File: src/testbench/fetch_prog_testdata.hex
// one 32-bit instruction word per line, in hex
// @ records give the word index counted from the user text base 0x3000
@000
3c081234
35085678
24090004
01095021
11090003
00000000
2129ffff
0800c00a
ac0a0100
8c0b0100
01600008
00000000
1509fff8
3c0d00ff
42000018
0000000c
// last user word at 0x417c, where fetch parks
@45f
1000ffff
// kernel handler from 0x4180
@460
401a6800
401b7000
275b0004
409b7000
42000018
00000000
@461
401b7000
@466
3c1a8000
035a0021
@468
0000000d

File: src/verilog/isaPkg.sv
`default_nettype none

package isaPkg;

    typedef logic [31:0] instrT;
    typedef logic [5:0] opcodeT;
    typedef logic [5:0] functT;

    // field positions in the instruction word
    localparam int OPCODE_MSB = 31;
    localparam int OPCODE_LSB = 26;
    localparam int FUNCT_MSB = 5;
    localparam int FUNCT_LSB = 0;
    localparam int IMM_MSB = 15;
    localparam int IMM_LSB = 0;
    localparam int JIDX_MSB = 25;
    localparam int JIDX_LSB = 0;

    // primary opcodes
    localparam opcodeT OP_SPECIAL = 6'h00;
    localparam opcodeT OP_REGIMM = 6'h01;
    localparam opcodeT OP_J = 6'h02;
    localparam opcodeT OP_JAL = 6'h03;
    localparam opcodeT OP_BEQ = 6'h04;
    localparam opcodeT OP_BNE = 6'h05;
    localparam opcodeT OP_BLEZ = 6'h06;
    localparam opcodeT OP_BGTZ = 6'h07;

    // function codes under SPECIAL
    localparam functT FN_JR = 6'h08;
    localparam functT FN_JALR = 6'h09;

    // control-flow class of the instruction in decode
    typedef enum logic [1:0] {
        CLASS_SEQ = 2'd0,
        CLASS_BRANCH = 2'd1,
        CLASS_JUMP_IMM = 2'd2,
        CLASS_JUMP_REG = 2'd3
    } instrClassE;

    // redirect request from the exception logic
    typedef enum logic [1:0] {
        KCTRL_NONE = 2'd0,
        KCTRL_KTEXT = 2'd1,
        KCTRL_ERET = 2'd2
    } kCtrlE;

    // decode-stage results feeding the next address
    typedef struct packed {
        instrT instr;
        logic cmp;
        logic [31:0] jmpReg;
    } branchInfoT;

    // epc keeps only the word-aligned upper bits
    typedef struct packed {
        kCtrlE kCtrl;
        logic [29:0] epc;
    } cp0RedirectT;

    // IF/ID pipeline register contents
    typedef struct packed {
        instrT code;
        logic [31:0] pc;
    } ifIdT;

endpackage

`default_nettype wire

File: src/verilog/memMapPkg.sv
`default_nettype none

package memMapPkg;

    // byte address, one word wide
    typedef logic [31:0] pcT;

    // user text and kernel handler regions
    localparam pcT TEXT_START = 32'h0000_3000;
    localparam pcT KTEXT_START = 32'h0000_4180;
    localparam pcT KTEXT_END = 32'h0000_4FFC;

    // instruction memory geometry
    localparam int IM_WORDS = 4096;
    localparam int IM_INDEX_W = 12;
    localparam pcT IM_BYTES = pcT'(IM_WORDS * 4);

    // hex image, relative to the simulation directory
    // handler words sit at their kernel offset via @ records
    localparam string IMAGE_FILE = "/design/src/testbench/fetch_prog_testdata.hex";

    // last user word; fetch parks here at program end
    localparam pcT TERMINAL_PC = KTEXT_START - 32'd4;

endpackage

`default_nettype wire
File: src/verilog/nextPcSelect.sv
`timescale 1ns/10ps
`default_nettype none

module nextPcSelect (
    input  memMapPkg::pcT        pc,
    input  isaPkg::branchInfoT   branchInfo,
    input  isaPkg::cp0RedirectT  cp0Redirect,
    output memMapPkg::pcT        nextPc
);
    import memMapPkg::*;
    import isaPkg::*;

    instrClassE instrClass;
    logic [15:0] imm16;
    logic [25:0] jumpIndex;
    pcT branchOffset;
    pcT seqPc;
    pcT branchPc;
    pcT jumpImmPc;
    pcT eretPc;
    logic terminated;

    instrClassifier u_classifier (
        .instr(branchInfo.instr),
        .instrClass(instrClass)
    );

    // immediate fields come straight from the decode instruction
    assign imm16 = branchInfo.instr[IMM_MSB:IMM_LSB];
    assign jumpIndex = branchInfo.instr[JIDX_MSB:JIDX_LSB];

    assign branchOffset = {{14{imm16[15]}}, imm16, 2'b00};
    assign seqPc = pc + 32'd4;
    assign branchPc = pc + branchOffset;
    assign jumpImmPc = {pc[31:28], jumpIndex, 2'b00};
    assign eretPc = {cp0Redirect.epc, 2'b00};

    // program end, fetch parks on the word below the handler
    assign terminated = (pc == TERMINAL_PC);

    always_comb begin
        if (terminated) begin
            nextPc = pc;
        end else if (cp0Redirect.kCtrl == KCTRL_KTEXT) begin
            nextPc = KTEXT_START;
        end else if (cp0Redirect.kCtrl == KCTRL_ERET) begin
            nextPc = eretPc;
        end else begin
            case (instrClass)
                // not-taken branch falls through to sequential
                CLASS_BRANCH: nextPc = branchInfo.cmp ? branchPc : seqPc;
                CLASS_JUMP_IMM: nextPc = jumpImmPc;
                CLASS_JUMP_REG: nextPc = branchInfo.jmpReg;
                default: nextPc = seqPc;
            endcase
        end
    end

endmodule

`default_nettype wire

File: src/verilog/instrClassifier.sv
`timescale 1ns/10ps
`default_nettype none

module instrClassifier (
    input  isaPkg::instrT      instr,
    output isaPkg::instrClassE instrClass
);
    import isaPkg::*;

    opcodeT opcode;
    functT funct;
    logic isRegJump;
    logic isImmJump;
    logic isBranch;

    assign opcode = instr[OPCODE_MSB:OPCODE_LSB];
    assign funct = instr[FUNCT_MSB:FUNCT_LSB];

    // jr and jalr only count under the SPECIAL opcode
    always_comb begin
        isRegJump = 1'b0;
        if (opcode == OP_SPECIAL) begin
            isRegJump = (funct == FN_JR) || (funct == FN_JALR);
        end
    end

    assign isImmJump = (opcode == OP_J) || (opcode == OP_JAL);

    // regimm covers bltz/bgez and friends
    always_comb begin
        case (opcode)
            OP_BEQ,
            OP_BNE,
            OP_BLEZ,
            OP_BGTZ,
            OP_REGIMM: isBranch = 1'b1;
            default: isBranch = 1'b0;
        endcase
    end

    // classes are mutually exclusive by opcode, order is cosmetic
    always_comb begin
        if (isRegJump) begin
            instrClass = CLASS_JUMP_REG;
        end else if (isImmJump) begin
            instrClass = CLASS_JUMP_IMM;
        end else if (isBranch) begin
            instrClass = CLASS_BRANCH;
        end else begin
            instrClass = CLASS_SEQ;
        end
    end

endmodule

`default_nettype wire

File: config.mk
export PLATFORM = sky130hd
export DESIGN_NAME = nextPcSelect
export DESIGN_NICKNAME = d
export VERILOG_FILES = /design/src/verilog/isaPkg.sv /design/src/verilog/memMapPkg.sv /design/src/verilog/nextPcSelect.sv /design/src/verilog/instrClassifier.sv
export SDC_FILE = /design/constraint.sdc
export NUM_CORES = 1
export LEC_CHECK = 0
export ABC_CLOCK_PERIOD_IN_PS = 4700
export BUFFER_PORTS_ARGS = -buffer_cell sky130_fd_sc_hd__buf_2
export CAP_MARGIN = 30
export CORE_UTILIZATION = 50
export DETAILED_ROUTE_END_ITERATION = 10
export PLACE_DENSITY = 0.85
export RECOVER_POWER = 100
export SLEW_MARGIN = 20
export SYNTH_ARGS = -nofsm -noshare
export SYNTH_HDL_FRONTEND = slang
export SYNTH_SLANG_ARGS = --single-unit
File: constraint.sdc
create_clock -name vclk -period 4.7
set_input_delay 0.47 -clock vclk [all_inputs]
set_output_delay 0.47 -clock vclk [all_outputs]
set_load 0.01 [all_outputs]
# --- After elaboration in Yosys (flattened, before gate mapping) ---
# Cells that the tools add are included.
op_classes:
  n_mux: 10
  n_reduce_logical: 4
  eq_ne: 15
  addsub: 2
op_table:
  columns: ["op", "n"]
  rows:
  - ["$mux 32", 4]
  - ["$pmux 32 s3", 1]
  - ["$add 32x3->32 const B", 1]
  - ["$add 32x32->32", 1]
  - ["$eq 32x15->1 const B", 1]
  - ["$eq 6x3->1 const B", 4]
  - ["$eq 6x2->1 const B", 2]
  - ["$eq 6x4->1 const B", 2]
  - ["$eq 2x2->1 const B", 3]
  - ["$eq 6x1->1 const B", 1]
  - ["$logic_not 6->1", 1]
  - ["$reduce_or 5->1", 1]
  - ["$eq 2x1->1 const B", 2]
  - ["$mux 2", 2]
  - ["$mux 1", 3]
  - ["$logic_or 1x1->1", 2]
word_totals:
  elab_cells: 31
  inputBits: 129
  register_bits: 0

# --- Logic depth before layout (Yosys ltp) ---
# Gate-level depths: netlist of the first run.
logic_depth:
  ltp_word: 11
  mapped_depth: 11
  depth_no_buf: 11

# --- By module ---
# From an unflattened synthesis of the first run, not the netlist that was laid out.
unflattened:
  hier_cells: 636
  hier_area_um2: 4028.9
modules_own_cells:
  columns: ["mod", "area_each_um2", "instances", "cells_per_inst", "seq_area_each_um2"]
  rows:
  - ["nextPcSelect", 3970.1, 1, 628, 0.0]
  - ["instrClassifier", 58.8, 1, 8, 0.0]

# --- Worst setup path before layout of the first run ---
# No wires, ideal clock.
synth_timing:
  kind: "input-to-output"
  from: "input port pc[2]"
  to: "output port nextPc[30]"
  path_buffers: 0
  stages: 11
  arrival_ns: 2.601
  required_ns: 4.230
  setup_slack_ns: 1.629
  cell_sequence: "ha_1 inv_1 fa_1 nand2b_1 a211oi_1 o2111ai_1 and4b_1 mux2_2 a41oi_1 a21oi_1 o21ai_1"
synth_between:
  elab_chain_len: 6
  word_cells_on_any_way: 8
  cone_classes: "add/sub: 2; eq/ne: 1; mux: 5"
synth_lines:
  columns: ["element", "line_no", "text"]
  rows:
  - ["start: declaration", "nextPcSelect.sv:5", "input memMapPkg::pcT pc,"]
  - ["$add 32x3->32 / $add 32x32->32 (equally long branches)", "nextPcSelect.sv:33, nextPcSelect.sv:34", null]
  - ["$mux 32", "nextPcSelect.sv:51", "CLASS_BRANCH: nextPc = branchInfo.cmp ? branchPc : seqPc;"]
  - ["$pmux 32 s3", "nextPcSelect.sv:49", "case (instrClass)"]
  - ["$mux 32", "nextPcSelect.sv:46", "end else if (cp0Redirect.kCtrl == KCTRL_ERET) begin"]
  - ["$mux 32", "nextPcSelect.sv:44", "end else if (cp0Redirect.kCtrl == KCTRL_KTEXT) begin"]
  - ["$mux 32 *", "nextPcSelect.sv:42", "if (terminated) begin"]
  - ["end: declaration", "nextPcSelect.sv:8", "output memMapPkg::pcT nextPc"]
# Every way passes the cells marked *; elsewhere a longest branch is shown, timed or not.

# --- Final worst setup path of the first run ---
layout_timing:
  from: "input port branchInfo[35] (netlist bit)"
  to: "output port nextPc[2]"
layout_between:
  elab_chain_len: 9
  word_cells_on_any_way: 12
  cone_classes: "eq/ne: 5; mux: 6; reduce/logical: 1"
layout_lines:
  columns: ["element", "line_no", "text"]
  rows:
  - ["start: declaration", "nextPcSelect.sv:6", "input isaPkg::branchInfoT branchInfo,"]
  - ["$eq 6x4->1", "instrClassifier.sv:23", "isRegJump = (funct == FN_JR) || (funct == FN_JALR);"]
  - ["$logic_or 1x1->1 *", "instrClassifier.sv:23", null]
  - ["$mux 1 *", "instrClassifier.sv:22", "if (opcode == OP_SPECIAL) begin"]
  - ["$mux 2 *", "instrClassifier.sv:43", "if (isRegJump) begin"]
  - ["$eq 2x2->1 / $eq 2x1->1 (equally long branches)", "nextPcSelect.sv:49", null]
  - ["$pmux 32 s3 *", "nextPcSelect.sv:49", null]
  - ["$mux 32 *", "nextPcSelect.sv:46", null]
  - ["$mux 32 *", "nextPcSelect.sv:44", null]
  - ["$mux 32 *", "nextPcSelect.sv:42", null]
# Marks and branches as above.

==> out/qor.yml, run 1 <==
layout:
  fin_nets: 859
  multi_input_area_um2: 3330
  clockBufferCount: 0
  seq_area_um2: 0
  fin_area_um2: 4360
  num_antenna_cells: 0
  design.seq.count: 0
  nFillCells: 694
  layout-drive-gt1-share_pct: 21.8
  syn_to_final_growth_pct: 23.7
logic_synthesis:
  synth-seq-area-share_pct: 0
  synth.distinct_cells: 65
  synth_area_per_cell_um2: 6.35
  ys.warnings.count: 0
  syn-num-nets: 715
  netlist_area_um2: 3520
  netlist_instances: 555
critical_path:
  critPathMostFrequentCell: "buf_2"
  endpoint_kind: "primary output"
  slowest_delay_ns: 0.73
  critPathArrivalTime_ns: 3.73
  crit_fanout: 19
  crit_required_ns: 4.23
  critical_path_class: "in2out"
  worst_setup_path_start_kind: "primary input"
  crit_end: "nextPc[2]"
  cpMaxStageDelayCell: "nor4_1"
  crit_start: "branchInfo[35]"
  crit_chain: "buf_2 -> or4b_1 -> nor4_1 -> clkbuf_1 -> a221oi_1 -> o22a_2 -> a211o_1 -> o311ai_1 -> o21a_1 -> buf_2"
global_route:
  antenna_found_initial: 0
  grt_pass1_vias: 4750
  grt_max_degree: 20
  grt_usage_pct: 37.1
  grt.overflow.total: 0
  grt_pass1_wl_um: 22400
flow_run:
  cap_violations: 0
sta:
  fmax_ghz: 0.238
  period_share_pct: 89.4
  tightestPinTransition_ns: 1.04
  slew_headroom_pct: 30.5
  rsz0062_at_grt: "false"
  finalHoldViolCount: 0
  tns_ns: 0
  setup_viol: 0
  min_period_ns: 4.20
  finalMaxSlewViolations: 0
cts:
  cts_resized: 0
  post_cts_buffers: 0
  cts_hold_buffers: 0
routing:
  vias: 5200
  antenna_left: 0
  wl_um: 14300
  drt_iter0_drc: 512
  firstDrtPassIters: 8
  drt-wirelength-per-cell_um: 18.0
  vias_per_cell: 6.56
  drc: 0
power:
  p_total_mw: 0.470
  p_leak_nw: 1.81
  cellPowerDensity_nw_per_um2: 108
  peakVddDrop_uv: 58.5
placement:
  dp_hpwl_um: 11300
  portBuffers: 161
  gp_congestion: 0.967
  dpl_cell_area_um2: 4410
worst_hold_path:
  min_from: "cp0Redirect[31]"
  hp-class: "in2out"
die:
  die_height_um: 86.0
  ioPinCount: 161
  initial_core_util_pct: 51.9
  die_w_um: 86.0
  core_um2: 6790
  die_area_um2: 7390
  fp-row-count: 30
status:
  status: "finished clean"
## Yosys cell counts (2+ instances only)
library cell	count	area share (%)
o21ai_0	62	8.8
a21oi_1	53	7.5
nor2_1	52	5.5
nand2_1	41	4.4
xnor2_1	32	8.0
ha_1	30	11
nand3_1	30	4.3
clkbuf_1	29	3.1
a221oi_1	19	4.7
xor2_1	18	4.5
nor3_1	17	2.4
inv_1	15	1.6
nand4_1	13	2.3
o221ai_1	10	2.5
a211oi_1	9	1.9
a21o_1	7	1.5
a31oi_1	6	1.1
nand3b_1	6	1.3
and4_1	5	1.2
mux2i_1	5	1.4
nor4_1	5	0.89
o211ai_1	5	1.1
o31ai_1	5	1.1
and2_1	4	0.71
and3_1	4	0.71
nand2b_1	4	0.71
o21a_1	4	0.85
o21ai_1	4	0.57
o22ai_1	4	0.71
o41ai_1	4	0.99
or3_1	4	0.71
nor3b_1	3	0.64
nor4b_1	3	0.75
o2111ai_1	3	0.75
o21bai_1	3	0.64
or4_1	3	0.64
a21boi_0	2	0.43
a222oi_1	2	0.57
a311oi_1	2	0.50
mux2_2	2	0.64
nor2b_1	2	0.35
## report_power, final
group | leakage, nW | internal (mW) | total (mW) | switching [mW]
clock | 0 | 0 | 0 | 0
sequential | 0 | 0 | 0 | 0
combinational | 1.81 | 0.194 | 0.470 | 0.277
total | 1.81 | 0.194 | 0.470 | 0.277
## kinds of logic (layout without fill, tap and decap cells)
family / after synthesis / count (layout) / synth area share [%]
AOI/OAI and AO/OA: 218 / 218 / 39.9
and+or+nand+nor: 203 / 203 / 29.5
xor gates and xnor gates: 50 / 50 / 12.4
buffers and inverters: 46 / 188 / 4.97
adders and majority gates: 31 / 31 / 11.2
muxes: 7 / 7 / 2.06
## routing by layer
metal / GRT usage, % / share of wire, % / wire (um) / vias up
met5: 0 / 0 / 0 / -
met4: 13.6 / 3.4 / 481 / 0
met3: 5.10 / 10 / 1480 / 47
met2: 62.8 / 45 / 6470 / 353
met1: 47.6 / 41 / 5840 / 2354
li1: - / - / - / 2446
## cell type report
| cell class | instances | share of cell area, % |
|---|---|---|
| Multi-Input combinational cell | 509 | 76.4 |
| Timing Repair Buffer | 173 | 19.6 |
| Tap cell | 96 | 2.75 |
| Inverter | 15 | 1.29 |
## metrics by stage
stage	hold WS (ns)	std cells	util, %	worst slack [ns]
after CTS	1.25	790	64.9	0.954
after detailed placement	1.25	790	64.9	0.968
after floorplan	1.02	555	-	1.63
after global placement	1.25	790	64.9	1.06
after global routing	1.27	793	64.2	0.300
final	1.24	793	64.2	0.500
## worst max-delay path, delay by kind of cell
family | cells | cell delay, ns
AND/OR/NAND/NOR | 2 | 1.32
buffers and inverters | 3 | 0.96
AO/OA/AOI/OAI | 5 | 0.97
## worst min path at each step
stage,cells past startpoint,end,slack [ns]
after floorplan,1,nextPc[7],1.02
after global placement,3,nextPc[7],1.25
after detailed placement,3,nextPc[7],1.25
after CTS,3,nextPc[7],1.25
after global routing,3,nextPc[7],1.27
final,3,nextPc[7],1.24
## cell usage in the layout (no fill, tap or decap), types with 8 or more instances in the layout
cell type / netlist / layout
buf_2: 1 / 138
o21ai_0: 62 / 62
a21oi_1: 53 / 53
nor2_1: 52 / 52
nand2_1: 41 / 42
xnor2_1: 32 / 32
nand3_1: 30 / 30
ha_1: 30 / 30
clkbuf_1: 29 / 26
a221oi_1: 19 / 20
xor2_1: 18 / 18
nor3_1: 17 / 17
inv_1: 15 / 15
nand4_1: 13 / 13
o221ai_1: 10 / 10
a211oi_1: 9 / 9
buf_4: 0 / 8
No activity file was read; power rests on OpenSTA's default activity.
==> inputs of run 2 (changes only) <==
--- a/config.mk
+++ b/config.mk
@@ -10,7 +10,7 @@
 export CAP_MARGIN = 30
 export CORE_UTILIZATION = 50
 export DETAILED_ROUTE_END_ITERATION = 10
-export PLACE_DENSITY = 0.85
+export PLACE_DENSITY = 0.84
 export RECOVER_POWER = 100
 export SLEW_MARGIN = 20
 export SYNTH_ARGS = -nofsm -noshare
==> run 2 against run 1 <==
  * Fmax grew 5.1%
  * Routed wire length grew 2.7%
  * Non-clock buffer count grew 2
  * First-iteration DRC count shrank 17%
  * Cell count grew 0.25%
==> out/qor.yml, run 2 (same netlist as run 1, synthesis figures left out) <==
layout:
  fin_nets: 861  # +0.23%
  layout_common_cells: "136 x buf_2, 63 x o21ai_0, 53 x a21oi_1"
  layout_commonest_cell: "buf_2"
  design.seq.count: 0  # unchanged
  syn_to_final_growth_pct: 24.5
  seq_area_um2: 0  # unchanged
  nFillCells: 676  # -2.6%
  fin_area_um2: 4390  # +0.60%
  clockBufferCount: 0  # unchanged
  layout-drive-gt1-share_pct: 22.2  # +0.37 points
  num_antenna_cells: 0  # unchanged
  final_util_pct: 64.6  # +0.39 points
  multi_input_area_um2: 3330  # +0.11%
die:
  core_um2: 6790  # unchanged
  fp-row-count: 30  # unchanged
  initial_core_util_pct: 51.9  # unchanged
  die_area_um2: 7390  # unchanged
  die_height_um: 86.0  # unchanged
  ioPinCount: 161  # unchanged
  die_w_um: 86.0  # unchanged
routing:
  wl_um: 14700  # +2.7%
  antenna_left: 0  # unchanged
  drc: 0  # unchanged
  drt_iter0_drc: 426  # -17%
  vias_per_cell: 6.57  # +0.27%
  firstDrtPassIters: 6  # -2
  drt-wirelength-per-cell_um: 18.4  # +2.4%
  vias: 5227  # +0.52%
critical_path:
  critical_path_class: "in2out"
  slowest_delay_ns: 0.64  # -0.09 ns
  crit_start: "branchInfo[48]"
  crit_chain: "clkbuf_1 -> ha_1 -> a21oi_1 -> o21ai_0 -> a21boi_0 -> o21ai_0 -> mux2_2 -> a2111oi_0 -> nand3b_1 -> a21oi_1 -> buf_2"
  endpoint_kind: "primary output"
  cpMaxStageDelayCell: "clkbuf_1"
  crit_end: "nextPc[29]"
  critPathArrivalTime_ns: 3.53  # -0.20 ns
  crit_required_ns: 4.23  # about the same
  worst_setup_path_start_kind: "primary input"
  crit_fanout: 16  # -3
sta:
  finalHoldViolCount: 0  # unchanged
  finalMaxSlewViolations: 0  # unchanged
  rsz0062_at_grt: "false"
  tns_ns: 0  # unchanged
  setup_viol: 0  # unchanged
  fmax_ghz: 0.250  # +5.1%
  min_period_ns: 4.00  # -0.203 ns
  slew_headroom_pct: 35.0  # +4.5 points
  holdWs_ns: 1.25  # +0.0181 ns
  tightestPinTransition_ns: 0.975  # -0.0611 ns
  period_share_pct: 85.0  # -4.3 points
power:
  peakVddDrop_uv: 61.4  # +5.0%
  p_leak_nw: 1.82  # +0.59%
  cellPowerDensity_nw_per_um2: 108  # +0.39%
global_route:
  grt_usage_pct: 37.9  # +0.78 points
  grt_max_degree: 22  # +10%
  antenna_found_initial: 0  # unchanged
  grt_pass1_wl_um: 22700  # +1.4%
  grt_pass1_vias: 4805  # +1.2%
  grt.overflow.total: 0  # unchanged
placement:
  dpl_cell_area_um2: 4440  # +0.68%
  portBuffers: 161  # unchanged
  dp_hpwl_um: 11600  # +3.2%
  gp_congestion: 1.02  # +5.8%
status:
  status: "finished clean"
flow_run:
  cap_violations: 0  # unchanged
cts:
  cts_resized: 0  # unchanged
  post_cts_buffers: 0  # unchanged
  cts_hold_buffers: 0  # unchanged
worst_hold_path:
  hp-class: "in2out"
[run 2: where the power goes]
part           switching, mW  leakage, nW  internal, mW
Sequential                 0            0             0
Combinational          0.280         1.82         0.195
Clock                      0            0             0
Total                  0.280         1.82         0.195
[run 2: per-layer routing]
| layer | global-route usage, % | vias to the layer above | part of all wire (%) |
|---|---|---|---|
| li1 | - | 2446 | - |
| met1 | 46.9 | 2367 | 40 |
| met2 | 67.0 | 368 | 46 |
| met3 | 4.04 | 46 | 11 |
| met4 | 14.2 | 0 | 3.4 |
| met5 | 0 | - | 0 |
[run 2: through the flow]
step	power, mW	instances	worst slack, ns
2_1_floorplan	0.291	555	1.63
3_3_place_gp	0.461	794	1.09
3_5_place_dp	0.468	794	0.975
4_1_cts	0.471	794	0.961
5_1_grt	0.514	795	0.455
6_report	0.475	795	0.703
[run 2: final cells by class]
type / count / area share [%]
multi-input cells: 509 / 76.0
repair buffers: 175 / 20.0
well taps: 96 / 2.74
inverters: 15 / 1.28
[run 2: worst max-delay path: cells and delay by family]
kind / cells / cell delay [ns]
fa+ha+maj: 1 / 0.46
buf+inv: 2 / 0.79
mux: 1 / 0.32
compound gates: 6 / 1.37
simple gates: 1 / 0.13
[run 2: worst min path at each step]
stage | startpoint | to | slack, ns | cells after the start
2_1_floorplan | cp0Redirect[31] | nextPc[7] | 1.02 | 1
3_3_place_gp | cp0Redirect[24] | nextPc[26] | 1.24 | 4
3_5_place_dp | cp0Redirect[24] | nextPc[26] | 1.25 | 4
4_1_cts | cp0Redirect[24] | nextPc[26] | 1.25 | 4
5_1_grt | cp0Redirect[31] | nextPc[7] | 1.28 | 3
6_report | cp0Redirect[31] | nextPc[7] | 1.25 | 3
==> inputs of run 3 (changes only) <==
==> constraint.sdc (replaced) <==
create_clock -name vclk -period 4.7
set_input_delay 0.94 -clock vclk [all_inputs]
set_output_delay 0.94 -clock vclk [all_outputs]
set_load 0.01 [all_outputs]
==> run 3 against run 2 <==
  * Non-clock buffer count increased by 14
  * Combinational power is 2% higher
  * Via count rose by 0.52%
  * Power rose by 2.2%
  * Largest cell class unchanged
==> out/qor.yml, run 3 (same netlist as run 1, synthesis figures left out) <==
status:
  status: "finished clean"
routing:
  vias: 5254  # +0.52%
  antenna_left: 0  # unchanged
  drc: 0  # unchanged
  firstDrtPassIters: 8  # +2
  vias_per_cell: 6.49  # -1.2%
  wl_um: 15000  # +2.4%
  drt_iter0_drc: 553  # +30%
  drt-wirelength-per-cell_um: 18.6  # +0.66%
global_route:
  antenna_found_initial: 0  # unchanged
  grt_usage_pct: 38.5  # +0.62 points
  grt.overflow.total: 0  # unchanged
  grt_pass1_wl_um: 22900  # +0.73%
  grt_max_degree: 29  # +32%
  grt_pass1_vias: 4711  # -2.0%
critical_path:
  path_delay_family: "compound AO/OA/AOI/OAI gates"
  slowest_delay_ns: 0.40  # -0.24 ns
  cpMaxStageDelayCell: "fa_1"
  worst_setup_path_start_kind: "primary input"
  endpoint_kind: "primary output"
  critPathMostFrequentCell: "buf_2"
  crit_chain: "buf_2 -> ha_1 -> inv_1 -> fa_1 -> nand2b_1 -> a211oi_1 -> buf_4 -> o2111ai_1 -> and4b_1 -> mux2_2 -> a41oi_1 -> a21oi_1 -> o21ai_1 -> buf_2"
  crit_required_ns: 3.76  # -0.47 ns
  crit_fanout: 6  # -10
  crit_buf_inv: 4  # +2
  critPathArrivalTime_ns: 3.54  # about the same
  critical_path_class: "in2out"
layout:
  nFillCells: 637  # -5.8%
  fin_nets: 875  # +1.6%
  multi_input_area_um2: 3360  # +0.64%
  layout_common_cells: "142 x buf_2, 61 x o21ai_0, 53 x a21oi_1"
  syn_to_final_growth_pct: 28.0
  fin_area_um2: 4510  # +2.9%
  layout_commonest_cell: "buf_2"
  num_antenna_cells: 0  # unchanged
  design.seq.count: 0  # unchanged
  layout-drive-gt1-share_pct: 24.8  # +2.7 points
  seq_area_um2: 0  # unchanged
  stdcell_count: 809  # +1.8%
  clockBufferCount: 0  # unchanged
power:
  p_int_mw: 0.201  # +3.2%
  peakVddDrop_uv: 65.5  # +6.6%
  power.share.switching_pct: 58.5  # -0.43 points
  p_sw_mw: 0.284  # +1.4%
  cellPowerDensity_nw_per_um2: 108  # -0.67%
  power_frac_comb_pct: 100.0  # about the same
  clockPowerShare_pct: 0  # unchanged
  p_leak_nw: 1.91  # +5.0%
  seqPwrFrac_pct: 0  # unchanged
placement:
  portBuffers: 161  # unchanged
  dpl_cell_area_um2: 4550  # +2.5%
  gp_congestion: 0.977  # -4.4%
  dp_hpwl_um: 12100  # +3.8%
  place_inst: 809  # +1.9%
die:
  die_w_um: 86.0  # unchanged
  ioPinCount: 161  # unchanged
  fp-row-count: 30  # unchanged
  die_area_um2: 7390  # unchanged
  die_height_um: 86.0  # unchanged
  core_um2: 6790  # unchanged
  initial_core_util_pct: 51.9  # unchanged
sta:
  finalHoldViolCount: 0  # unchanged
  tightestPinTransition_ns: 0.612  # -0.363 ns
  slew_headroom_pct: 59.2  # +24 points
  fmax_ghz: 0.223  # -11%
  tns_ns: 0  # unchanged
  finalMaxSlewViolations: 0  # unchanged
  rsz0062_at_grt: "false"
  min_period_ns: 4.48  # +0.485 ns
  setup_viol: 0  # unchanged
  period_share_pct: 95.4  # +10 points
worst_hold_path:
  hp-class: "in2out"
cts:
  cts_hold_buffers: 0  # unchanged
flow_run:
  cap_violations: 0  # unchanged
## run 3: layout make-up
class | count | share of cell area [%]
Inverter | 15 | 1.25
Multi-Input combinational cell | 509 | 74.4
Tap cell | 96 | 2.66
Timing Repair Buffer | 189 | 21.7
## run 3: final timing paths
| check | endpoint | slack [ns] | startpoint | cells past startpoint |
|---|---|---|---|---|
| max | nextPc[30] | 0.22 | pc[2] | 14 |
| min | nextPc[7] | 2.19 | cp0Redirect[31] | 3 |
## run 3: layer usage
metal	vias to the layer above	global-route usage, %	part of all wire [%]
li1	2477	-	-
met1	2362	49.3	41
met2	351	63.6	45
met3	64	4.52	9.5
met4	0	18.8	4.7
met5	-	0	0
## run 3: repair_timing
action | in CTS | in global routing
gates resized for setup | 0 | 1
setup buffers | 0 | 0
endpoints found under the setup margin | 0 | 2
## run 3: tightest hold or removal path, stage by stage
cell	delay, ns
buf_2	0.13
a21oi_1	0.07
clkbuf_1	0.12
## run 3: power groups by stage
| stage | Combinational, mW | Sequential (mW) | Clock (mW) |
|---|---|---|---|
| 2_1_floorplan | 0.291 | 0 | 0 |
| 3_3_place_gp | 0.470 | 0 | 0 |
| 3_5_place_dp | 0.477 | 0 | 0 |
| 4_1_cts | 0.480 | 0 | 0 |
| 5_1_grt | 0.527 | 0 | 0 |
| 6_report | 0.485 | 0 | 0 |
## run 3: metrics by stage
| stage | setup WS, ns | hold slack, ns | power, mW | util (%) |
|---|---|---|---|---|
| after floorplan | 0.689 | 1.96 | 0.291 | - |
| after global placement | 0.220 | 2.18 | 0.470 | 67.0 |
| after detailed placement | 0.239 | 2.19 | 0.477 | 67.0 |
| after CTS | 0.213 | 2.19 | 0.480 | 67.0 |
| after global routing | 0.00946 | 2.21 | 0.527 | 66.4 |
| final | 0.218 | 2.19 | 0.485 | 66.4 |
